File: src/common/rh_consts.svh
// RH11 register map constants
`ifndef RH_CONSTS_SVH
`define RH_CONSTS_SVH

//////////////////////////////////////////////////
// Register word addresses
//////////////////////////////////////////////////

`define RH_ADDR_CS1     2'd0
`define RH_ADDR_CS2     2'd1
`define RH_ADDR_ER      2'd2

//////////////////////////////////////////////////
// Bit positions
//////////////////////////////////////////////////

// CS1 fields
`define RH_CS1_GO       0
`define RH_CS1_FUNC_LO  1
`define RH_CS1_FUNC_HI  5
`define RH_CS1_IE       6
`define RH_CS1_RDY      7
`define RH_CS1_SC       15

// CS2 controller clear
`define RH_CS2_CLR      5

// ER flags
`define RH_ER_ILF       0
`define RH_ER_RMR       1

//////////////////////////////////////////////////
// Legal function codes and operation length
//////////////////////////////////////////////////

`define RH_FUNC_NOP     5'd0
`define RH_FUNC_SEEK    5'd2
`define RH_FUNC_READ    5'd28
`define RH_FUNC_WRITE   5'd24

// Simulated drive operation length in clock cycles
`define RH_OP_CYCLES    12

`endif
File: src/common/rhPkg.sv
// RH11 controller shared types
`default_nettype none

package rhPkg;

   //////////////////////////////////////////////////
   // Vector types
   //////////////////////////////////////////////////

   // Register and bus data word
   typedef logic [15:0] rhWord;

   // Register word address
   typedef logic [1:0] rhRegAddr;

   // Function code field of CS1
   typedef logic [4:0] rhFunc;

   // Wishbone byte lane select
   typedef logic [1:0] rhByteSel;

   //////////////////////////////////////////////////
   // Sequencer state
   //////////////////////////////////////////////////

   // Idle means RDY set, Busy means a drive operation is running
   typedef enum logic
   {
      Idle,
      Busy
   } cmdState;

endpackage

`default_nettype wire

File: src/hw/rhController.sv
// RH11 controller top level
`default_nettype none

module rhController
(
   input  wire                   clk,
   input  wire                   rst,
   input  wire                   devReset,
   input  wire                   wbCyc,
   input  wire                   wbStb,
   input  wire                   wbWe,
   input  wire rhPkg::rhRegAddr  wbAdr,
   input  wire rhPkg::rhByteSel  wbSel,
   input  wire rhPkg::rhWord     wbDatI,
   output rhPkg::rhWord          wbDatO,
   output logic                  wbAck,
   input  wire                   irqAck,
   output logic                  irq
);

   // Decode to command and interrupt
   logic         cs1Write;
   logic         cs2Write;
   logic         lowByte;
   rhPkg::rhWord writeData;

   // Register read values back to decode
   rhPkg::rhWord cs1Value;
   rhPkg::rhWord cs2Value;
   rhPkg::rhWord erValue;

   // Status into the interrupt logic
   logic rdy;
   logic ie;
   logic sc;
   logic clr;

   //////////////////////////////////////////////////
   // Bus slave
   //////////////////////////////////////////////////

   rhBusDecode decode
   (
      .clk       (clk),
      .rst       (rst),
      .wbCyc     (wbCyc),
      .wbStb     (wbStb),
      .wbWe      (wbWe),
      .wbAdr     (wbAdr),
      .wbSel     (wbSel),
      .wbDatI    (wbDatI),
      .wbDatO    (wbDatO),
      .wbAck     (wbAck),
      .cs1Write  (cs1Write),
      .cs2Write  (cs2Write),
      .lowByte   (lowByte),
      .writeData (writeData),
      .cs1Value  (cs1Value),
      .cs2Value  (cs2Value),
      .erValue   (erValue)
   );

   //////////////////////////////////////////////////
   // Registers and sequencer
   //////////////////////////////////////////////////

   rhCommand execute
   (
      .clk       (clk),
      .rst       (rst),
      .devReset  (devReset),
      .cs1Write  (cs1Write),
      .cs2Write  (cs2Write),
      .lowByte   (lowByte),
      .writeData (writeData),
      .cs1Value  (cs1Value),
      .cs2Value  (cs2Value),
      .erValue   (erValue),
      .rdy       (rdy),
      .ie        (ie),
      .sc        (sc),
      .clr       (clr)
   );

   //////////////////////////////////////////////////
   // Interrupt
   //////////////////////////////////////////////////

   rhInterrupt result
   (
      .clk       (clk),
      .rst       (rst),
      .devReset  (devReset),
      .cs1Write  (cs1Write),
      .lowByte   (lowByte),
      .writeData (writeData),
      .rdy       (rdy),
      .ie        (ie),
      .sc        (sc),
      .clr       (clr),
      .irqAck    (irqAck),
      .irq       (irq)
   );

endmodule

`default_nettype wire

File: src/hw/rhInterrupt.sv
// RH11 interrupt logic
`default_nettype none

`include "rh_consts.svh"

module rhInterrupt
(
   input  wire                clk,
   input  wire                rst,
   input  wire                devReset,
   input  wire                cs1Write,
   input  wire                lowByte,
   input  wire rhPkg::rhWord  writeData,
   input  wire                rdy,
   input  wire                ie,
   input  wire                sc,
   input  wire                clr,
   input  wire                irqAck,
   output logic               irq
);

   logic lastRdy;
   logic irqFf;
   logic rdyRise;
   logic writeSet;

   //////////////////////////////////////////////////
   // RDY edge detect
   //////////////////////////////////////////////////

   // RDY comes out of reset set, so start high
   always_ff @(posedge clk)
   begin
      if (rst)
         lastRdy <= 1'b1;
      else
         lastRdy <= rdy;
   end

   assign rdyRise = rdy & ~lastRdy;

   //////////////////////////////////////////////////
   // Interrupt flip-flop
   //////////////////////////////////////////////////

   // Software can force an interrupt by writing RDY and IE together
   assign writeSet = cs1Write & lowByte & writeData[`RH_CS1_RDY] & writeData[`RH_CS1_IE];

   always_ff @(posedge clk)
   begin
      // Clear has priority over any set source
      if (rst | devReset | clr | irqAck)
         irqFf <= 1'b0;
      else if ((rdyRise & ie) | writeSet)
         irqFf <= 1'b1;
   end

   // Error request ignores IE and is not acknowledged away
   assign irq = irqFf | (sc & rdy);

endmodule

`default_nettype wire

File: src/hw/rhCommand.sv
// RH11 command registers and sequencer
`default_nettype none

`include "rh_consts.svh"

module rhCommand
(
   input  wire                clk,
   input  wire                rst,
   input  wire                devReset,
   input  wire                cs1Write,
   input  wire                cs2Write,
   input  wire                lowByte,
   input  wire rhPkg::rhWord  writeData,
   output rhPkg::rhWord       cs1Value,
   output rhPkg::rhWord       cs2Value,
   output rhPkg::rhWord       erValue,
   output logic               rdy,
   output logic               ie,
   output logic               sc,
   output logic               clr
);

   localparam int cntWidth = $clog2(`RH_OP_CYCLES);

   rhPkg::cmdState      state;
   rhPkg::rhFunc        funcQ;
   rhPkg::rhFunc        funcIn;
   logic [cntWidth-1:0] opCount;
   logic                ieQ;
   logic                ilfQ;
   logic                rmrQ;
   logic                goWrite;
   logic                funcLegal;
   logic                busy;

   //////////////////////////////////////////////////
   // Command decode
   //////////////////////////////////////////////////

   assign funcIn  = writeData[`RH_CS1_FUNC_HI:`RH_CS1_FUNC_LO];
   assign goWrite = cs1Write & lowByte & writeData[`RH_CS1_GO];
   assign busy    = (state == rhPkg::Busy);

   // One-shot controller clear from the CS2 write strobe
   assign clr = cs2Write & lowByte & writeData[`RH_CS2_CLR];

   // Legal function check
   always_comb
   begin
      case (funcIn)
         `RH_FUNC_NOP,
         `RH_FUNC_SEEK,
         `RH_FUNC_READ,
         `RH_FUNC_WRITE: funcLegal = 1'b1;
         default:        funcLegal = 1'b0;
      endcase
   end

   //////////////////////////////////////////////////
   // Busy sequencer
   //////////////////////////////////////////////////

   always_ff @(posedge clk)
   begin
      if (rst | devReset | clr)
      begin
         // Clear aborts any operation in progress
         state   <= rhPkg::Idle;
         opCount <= '0;
      end
      else
      begin
         case (state)
            rhPkg::Idle:
            begin
               if (goWrite && funcLegal)
               begin
                  state   <= rhPkg::Busy;
                  opCount <= cntWidth'(`RH_OP_CYCLES - 1);
               end
            end
            rhPkg::Busy:
            begin
               // RDY returns when the count runs out
               if (opCount == '0)
                  state <= rhPkg::Idle;
               else
                  opCount <= opCount - 1'b1;
            end
            default:
               state <= rhPkg::Idle;
         endcase
      end
   end

   //////////////////////////////////////////////////
   // CS1 fields and error flags
   //////////////////////////////////////////////////

   always_ff @(posedge clk)
   begin
      if (rst | devReset | clr)
      begin
         ieQ   <= 1'b0;
         funcQ <= '0;
         ilfQ  <= 1'b0;
         rmrQ  <= 1'b0;
      end
      else
      begin
         if (cs1Write && lowByte)
         begin
            // Function code frozen while the drive is busy
            if (!busy)
               funcQ <= funcIn;
            // GO while busy changes nothing else
            if (!(goWrite && busy))
               ieQ <= writeData[`RH_CS1_IE];
         end
         if (goWrite)
         begin
            if (busy)
               rmrQ <= 1'b1;
            else
            begin
               // Accepted GO starts with fresh error state
               ilfQ <= ~funcLegal;
               rmrQ <= 1'b0;
            end
         end
      end
   end

   //////////////////////////////////////////////////
   // Register read values
   //////////////////////////////////////////////////

   assign rdy = ~busy;
   assign ie  = ieQ;
   // Any error raises special conditions
   assign sc  = ilfQ | rmrQ;

   always_comb
   begin
      cs1Value = '0;
      cs1Value[`RH_CS1_GO] = busy;   // GO reads back set while running
      cs1Value[`RH_CS1_FUNC_HI:`RH_CS1_FUNC_LO] = funcQ;
      cs1Value[`RH_CS1_IE] = ieQ;
      cs1Value[`RH_CS1_RDY] = rdy;
      cs1Value[`RH_CS1_SC] = sc;
   end

   // CLR is write-only
   assign cs2Value = '0;

   always_comb
   begin
      erValue = '0;
      erValue[`RH_ER_ILF] = ilfQ;
      erValue[`RH_ER_RMR] = rmrQ;
   end

endmodule

`default_nettype wire

File: src/hw/rhBusDecode.sv
// RH11 Wishbone slave decode
`default_nettype none

`include "rh_consts.svh"

module rhBusDecode
(
   input  wire                   clk,
   input  wire                   rst,
   input  wire                   wbCyc,
   input  wire                   wbStb,
   input  wire                   wbWe,
   input  wire rhPkg::rhRegAddr  wbAdr,
   input  wire rhPkg::rhByteSel  wbSel,
   input  wire rhPkg::rhWord     wbDatI,
   output rhPkg::rhWord          wbDatO,
   output logic                  wbAck,
   output logic                  cs1Write,
   output logic                  cs2Write,
   output logic                  lowByte,
   output rhPkg::rhWord          writeData,
   input  wire rhPkg::rhWord     cs1Value,
   input  wire rhPkg::rhWord     cs2Value,
   input  wire rhPkg::rhWord     erValue
);

   //////////////////////////////////////////////////
   // Access capture
   //////////////////////////////////////////////////

   // New access seen on the bus, not yet acknowledged
   logic request;

   // Access fields held for the acknowledge cycle
   rhPkg::rhRegAddr adrQ;
   rhPkg::rhByteSel selQ;
   rhPkg::rhWord    datQ;
   logic            weQ;

   assign request = wbCyc & wbStb & ~wbAck;

   // Single-cycle acknowledge
   always_ff @(posedge clk)
   begin
      if (rst)
         wbAck <= 1'b0;
      else
         wbAck <= request;
   end

   // Payload latches
   always_ff @(posedge clk)
   begin
      if (request)
      begin
         adrQ <= wbAdr;
         selQ <= wbSel;
         datQ <= wbDatI;
         weQ  <= wbWe;
      end
   end

   //////////////////////////////////////////////////
   // Write strobes
   //////////////////////////////////////////////////

   // Write with at least one byte lane enabled
   logic writeAck;

   assign writeAck  = wbAck & weQ & (|selQ);
   assign cs1Write  = writeAck & (adrQ == `RH_ADDR_CS1);
   assign cs2Write  = writeAck & (adrQ == `RH_ADDR_CS2);

   // All writable control bits live in the low byte
   assign lowByte   = selQ[0];
   assign writeData = datQ;

   //////////////////////////////////////////////////
   // Read data
   //////////////////////////////////////////////////

   always_comb
   begin
      wbDatO = '0;
      // Only drive data in a read acknowledge
      if (wbAck && !weQ)
      begin
         case (adrQ)
            `RH_ADDR_CS1: wbDatO = cs1Value;
            `RH_ADDR_CS2: wbDatO = cs2Value;
            `RH_ADDR_ER:  wbDatO = erValue;
            // Address 3 is unused and reads zero
            default:      wbDatO = '0;
         endcase
      end
   end

endmodule

`default_nettype wire

File: config.mk
export PLATFORM = sky130hd
export DESIGN_NAME = rhController
export DESIGN_NICKNAME = d
export VERILOG_FILES = /design/src/common/rhPkg.sv /design/src/hw/rhController.sv /design/src/hw/rhInterrupt.sv /design/src/hw/rhCommand.sv /design/src/hw/rhBusDecode.sv
export VERILOG_INCLUDE_DIRS = /design/src /design/src/common
export SDC_FILE = /design/constraint.sdc
export NUM_CORES = 1
export LEC_CHECK = 0
export BUFFER_PORTS_ARGS = -buffer_cell sky130_fd_sc_hd__buf_2
export CORE_MARGIN = 2
export CORE_UTILIZATION = 52
export DETAILED_ROUTE_END_ITERATION = 10
export PLACE_DENSITY = 0.88
export SYNTH_ARGS = -nofsm -noshare
export SYNTH_HDL_FRONTEND = slang
export SYNTH_SLANG_ARGS = --single-unit
File: constraint.sdc
create_clock -name clk -period 2.8 [get_ports clk]
set_input_delay 0.56 -clock clk [delete_from_list [all_inputs] [get_ports clk]]
set_output_delay 0.56 -clock clk [all_outputs]
set_load 0.02 [all_outputs]
## Word level (Yosys, flattened, before mapping)

Cells that the tools add are included.

| word-level totals | value |
|---|---|
| logic and storage cells | 71 |
| bits in registers | 29 |

| operators by class | value |
|---|---|
| mux-type cells | 10 |
| reduce and logical (&&, ||, !) cells | 14 |
| add/sub/neg operators | 1 |
| bitwise logic cells | 26 |
| equality and inequality tests | 7 |

Operators by type and width:

| operator | count |
|---|---|
| $pmux 16 s2 | 1 |
| $mux 16 | 1 |
| $and 1x1->1 | 15 |
| $eq 5x5->1 const B | 2 |
| $mux 4 | 2 |
| $pmux 4 s2 | 1 |
| $reduce_and 2->1 | 4 |
| $or 1x1->1 | 6 |
| $eq 5x2->1 const B | 1 |
| $logic_not 5->1 | 1 |
| $not 1->1 | 5 |
| $logic_and 1x1->1 | 4 |
| $logic_not 4->1 | 1 |
| $mux 1 | 4 |
| $ne 2x2->1 const B | 2 |
| $reduce_or 4->1 | 1 |
| $sub 4x1->4 const B | 1 |
| $eq 2x1->1 const B | 1 |
| $eq 2x2->1 const B | 1 |
| $logic_not 2->1 | 1 |
| $pmux 1 s2 | 1 |
| $reduce_or 2->1 | 1 |
| $logic_not 1->1 | 1 |

## Longest topological paths before layout

| logic depth | value |
|---|---|
| depth after elaboration | 8 |
| gate-level depth with buffers | 5 |
| gate-level depth less buffers | 5 |

## Hierarchy

From an unflattened synthesis, not the netlist that was laid out.

| unflattened totals | value |
|---|---|
| cell total of the unflattened synthesis | 221 |
| area, all modules | 2322.2 um^2 |

By module, submodules not included:

| module | cells an instance | area an instance (um^2) | seq. area each (um^2) | times used |
|---|---|---|---|---|
| rhBusDecode | 104 | 1297.5 | 650.6 | 1 |
| rhCommand | 107 | 939.7 | 260.2 | 1 |
| rhInterrupt | 10 | 85.1 | 40.0 | 1 |

## Worst setup path before layout

No wires, ideal clock.

| timing path | value |
|---|---|
| kind | register to output |
| from | register decode.wbAck |
| to | output wbDatO[15] |
| path buffers | 1 |
| arrival | 1.455 ns |
| stages on the path, launching flop included | 4 |
| path slack | 0.785 ns |
| path through | dfxtp_1 > nand2b_1 > clkbuf_1 > nor4_1 |

| on the way | value |
|---|---|
| word-level cells in the longest chain between the ends | 2 |

RTL lines:

| element | line | RTL |
|---|---|---|
| from (decl) | rhBusDecode.sv:17 | `output logic wbAck,` |
| from (signal assigned) | rhBusDecode.sv:48 | `wbAck <= request;` |
| $logic_and 1x1->1 | rhBusDecode.sv:86 | `if (wbAck && !weQ)` |
| $mux 16 | rhBusDecode.sv:86 |  |
| to (decl) | rhController.sv:15 | `output rhPkg::rhWord wbDatO,` |

Every way passes these cells.

## Final worst setup path

| timing path | value |
|---|---|
| from | register decode.adrQ[0] |
| to | output wbDatO[4] |

| on the way | value |
|---|---|
| word-level cells in the longest chain between the ends | 3 |

RTL lines:

| element | line | RTL |
|---|---|---|
| from (decl) | rhBusDecode.sv:35 | `rhPkg::rhRegAddr adrQ;` |
| from (signal assigned) | rhBusDecode.sv:56 | `adrQ <= wbAdr;` |
| $eq 2x2->1 / $logic_not 2->1 (equally long branches) | rhBusDecode.sv:88 | `case (adrQ)` |
| $pmux 16 s2 (*) | rhBusDecode.sv:88 |  |
| $mux 16 (*) | rhBusDecode.sv:86 |  |

Mark *: on every way between the ends. The rest lies on a longest branch, timed or not.

==> key figures <==
CTS
  • # hold bufs at CTS: 0
  • TritonCTS clock tree: yes
  • CTS max path bufs: 2
  • Post_cts resized: 0
  • Post-CTS setup buffer count: 0
  • Worst-Skew Late Latency: 0.31 ns
  • H-tree Lvls: 1
  • Clock-pin slew on the worst setup and hold paths: 0.14 ns
  • Sink Count: 28
  • Root Driver: clkbuf_4
  • Num CTS Buffers: 3

Global route
  • GRT Residual Overflow: 0
  • GR Layer Usage met3: 2.78%
  • GRT Util Overall: 19.0%
  • Gr busiest metal: met2
  • Pin count of the biggest net entering global routing: 19
  • Met1 GRT Util: 22.7%
  • Met2 usage: 34.6%
  • First-pass GRT wire length: 4040 microns
  • Initial antenna violation count: 0
  • Vias in the first global route: 971

Logic synthesis
  • Simple-Gate Fraction of Synth Area: 21.6%
  • Yosys reg bits: 28
  • Synth Area in Compound Gates: 15.4%
  • Top cells by area, synth: edfxtp_1, dfxtp_1, a21oi_1, buf_4, o21ai_0
  • Post-synthesis adder-cell area fraction: 0.962%
  • Syn Area/Cell: 10.1 sq um
  • Post-synthesis sequential area ratio: 52.3%
  • Mux share of post-synthesis cell area: 1.54%
  • Most common cell in the netlist: dfxtp_1
  • Post-synth ARST share: 0%
  • Gate Count Post-Synth: 129
  • Largest family of logic cells by synthesized area: simple AND/OR/NAND/NOR gates
  • EDFF count, synth: 12
  • Post-synth top flop: dfxtp_1
  • Post-synth top cells: dfxtp_1, a21oi_1, edfxtp_1, buf_4, o21ai_0
  • Syn Std Cell Area: 1300 sq um
  • Largest area contributor in the netlist: edfxtp_1
  • Post-synthesis cell type count: 39
  • Post-Synth XOR/XNOR Area: 0%
  • Synth top area share: 27.7%
  • Yosys Warn Count: 0

Floorplan
  • Top Ports: 45
  • Die Wd: 54.0 microns
  • Die Area: 2920 sq um
  • Core Rows: 18
  • Core Region: 2430 sq um
  • Initial core utilization: 53.5%
  • Die height: 54.0 microns

Pwr
  • Cell Int Power: 0.503 mW
  • P per Cell Area: 445 nW/um^2
  • Peak supply drop: 0.000357 V
  • Total Power: 0.648 mW
  • Combinational share of power: 6.3%
  • Net Sw Frac: 22.4%
  • NetSw: 0.145 mW
  • Static leakage: 0.558 nW
  • Part of the power in the clock network: 25.0%
  • Seq pwr share: 68.6%

Job
  • Max-Cap Viols: 0

Placement
  • Post-DP Area: 1430 sq um
  • Gpl congestion: 0.839
  • HPWL Detailed: 1930 microns
  • # port buffers: 28

Cells and area
  • Inserted Diodes: 0
  • Fillcell total: 212
  • Syn-to-layout area delta: 11.8%
  • Post-Layout Inst Area: 1460 sq um
  • Fraction of layout cells with a size suffix above 1: 23.9%
  • Final core occ: 59.8%
  • Fin nets: 184

Run status
  • Outcome: complete, no violations

Critical path
  • CP Data Required Time: 2.24 ns
  • Critical Path AT: 1.75 ns
  • Critical-path cell list: nand2b_1 > nor3_1 > and2_1 > buf_2
  • Slowest CP cell: edfxtp_1
  • WS Path Type: reg -> out
  • Max stage delay on crit path: 0.47 ns
  • CP Capture Type: output pin
  • Max FO, Critical Path: 9
  • Startpoint types: flip-flop

Min path
  • Hold Path Class: in -> reg

Timing
  • Clock period minus worst slack: 2.31 ns
  • Slew @ Worst Pin: 0.867 ns
  • RSZ-0062 raised after global routing: no
  • Clock Skew: 0.00244 ns
  • Final setup fails: 0
  • Fin. Hold Viols: 0
  • Fmax: 434 MHz
  • Final hold slack: 0.398 ns
  • Slew Viols, Final: 0
  • Slew headroom: 42.0%
  • Sum Neg Setup Slack: 0 ns
  • Tcrit/Tclk final: 82.3%

Detailed routing
  • Drt first pass iters: 4
  • Initial DRC count: 40
  • Avg WL per Cell: 13.7 microns
  • DR vias/cell: 5.87
  • WL final: 2540 microns
  • DR DRC count: 0
  • Antenna Nets Post-Route: 0
  • Via count: 1,086
-- stage by stage --
stage	setup WS, ns	std cells
after floorplan	0.785	135
after global placement	0.819	181
after detailed placement	0.797	181
after CTS	0.484	185
after global routing	0.370	185
final	0.495	185
-- registers in the layout (all words and copies together), names as in the netlist --
register and cells:
execute.busy 1, decode.selQ 1, decode.wbAck 1, execute.rmrQ 1, decode.adrQ 2, decode.writeData 8, execute.opCount 4, result.irqFf 1
execute.ie 1, execute.ilfQ 1, decode.weQ 1, result.lastRdy 1, execute.funcQ 5
-- cell usage in the layout, fill, tap and decap left out, drive strengths merged --
master,synthesis,final
a2111o,1,1
a2111oi,1,1
a211oi,4,4
a21oi,12,12
a31o,1,1
a31oi,1,1
and2,4,4
and3,3,3
and3b,1,1
buf,9,30
clkbuf,5,3
clkinv,0,1
conb,1,7
dfxtp,16,16
edfxtp,12,12
ha,1,1
inv,4,4
mux2i,2,2
nand2,6,6
nand2b,2,2
nand3,5,5
nand3b,2,2
nand4,3,3
nand4b,1,1
nor2,4,4
nor2b,1,1
nor3,5,5
nor3b,1,1
nor4,3,3
nor4b,1,1
o2111ai,2,2
o21ai,7,7
o21bai,1,1
o31ai,2,2
or3,1,1
or3b,2,2
or4,1,1
or4b,1,1
-- layer usage --
metal,up-vias,share of wire [%],routed length [microns]
li1,518,-,-
met1,492,39,989
met2,68,51,1310
met3,8,8.4,213
met4,0,1.1,27
met5,-,0,0
-- worst max-delay path: cells and delay by family, from the launching register on --
family	cells	cell delay, ns
buf+inv	1	0.16
flops	1	0.47
simple gates	3	0.80
-- power groups by stage --
stage	Sequential (mW)	Clock, mW	Combinational [mW]
floorplan	0.449	0	0.0340
global placement	0.452	0	0.0390
detailed placement	0.453	0	0.0406
CTS	0.444	0.162	0.0409
global route	0.446	0.179	0.0459
finish	0.445	0.162	0.0411
-- layout make-up --
class / count / area [sq um] / area share [%]
clock inverter: 1 / 3.75 / 0.258
sequential: 28 / 681 / 46.8
tap: 30 / 37.5 / 2.58
timing repair buffer: 30 / 155 / 10.7
clock buffer: 3 / 22.5 / 1.55
inverter: 4 / 15.0 / 1.03
multi-input combinational: 89 / 541 / 37.1
-- path summary, 6_finish.rpt --
path | start | endpoint | slack (ns) | cells after the start
setup reg to reg | decode.adrQ[1] | execute.opCount[2] | 0.79 | 3
setup / recovery | decode.adrQ[0] | wbDatO[4] | 0.49 | 4
hold reg to reg | execute.funcQ[3] | execute.funcQ[3] | 0.49 | 2
hold / removal | irqAck | result.irqFf | 0.40 | 2
-- cells by family (layout without fill, tap and decap cells) --
group	after synthesis	count (layout)
buffers and inverters	18	38
and+or+nand+nor	47	47
other	1	7
DFF	28	28
adders and majority gates	1	1
muxes	2	2
AOI/OAI and AO/OA	32	32
(Power assumes the default switching activity.)
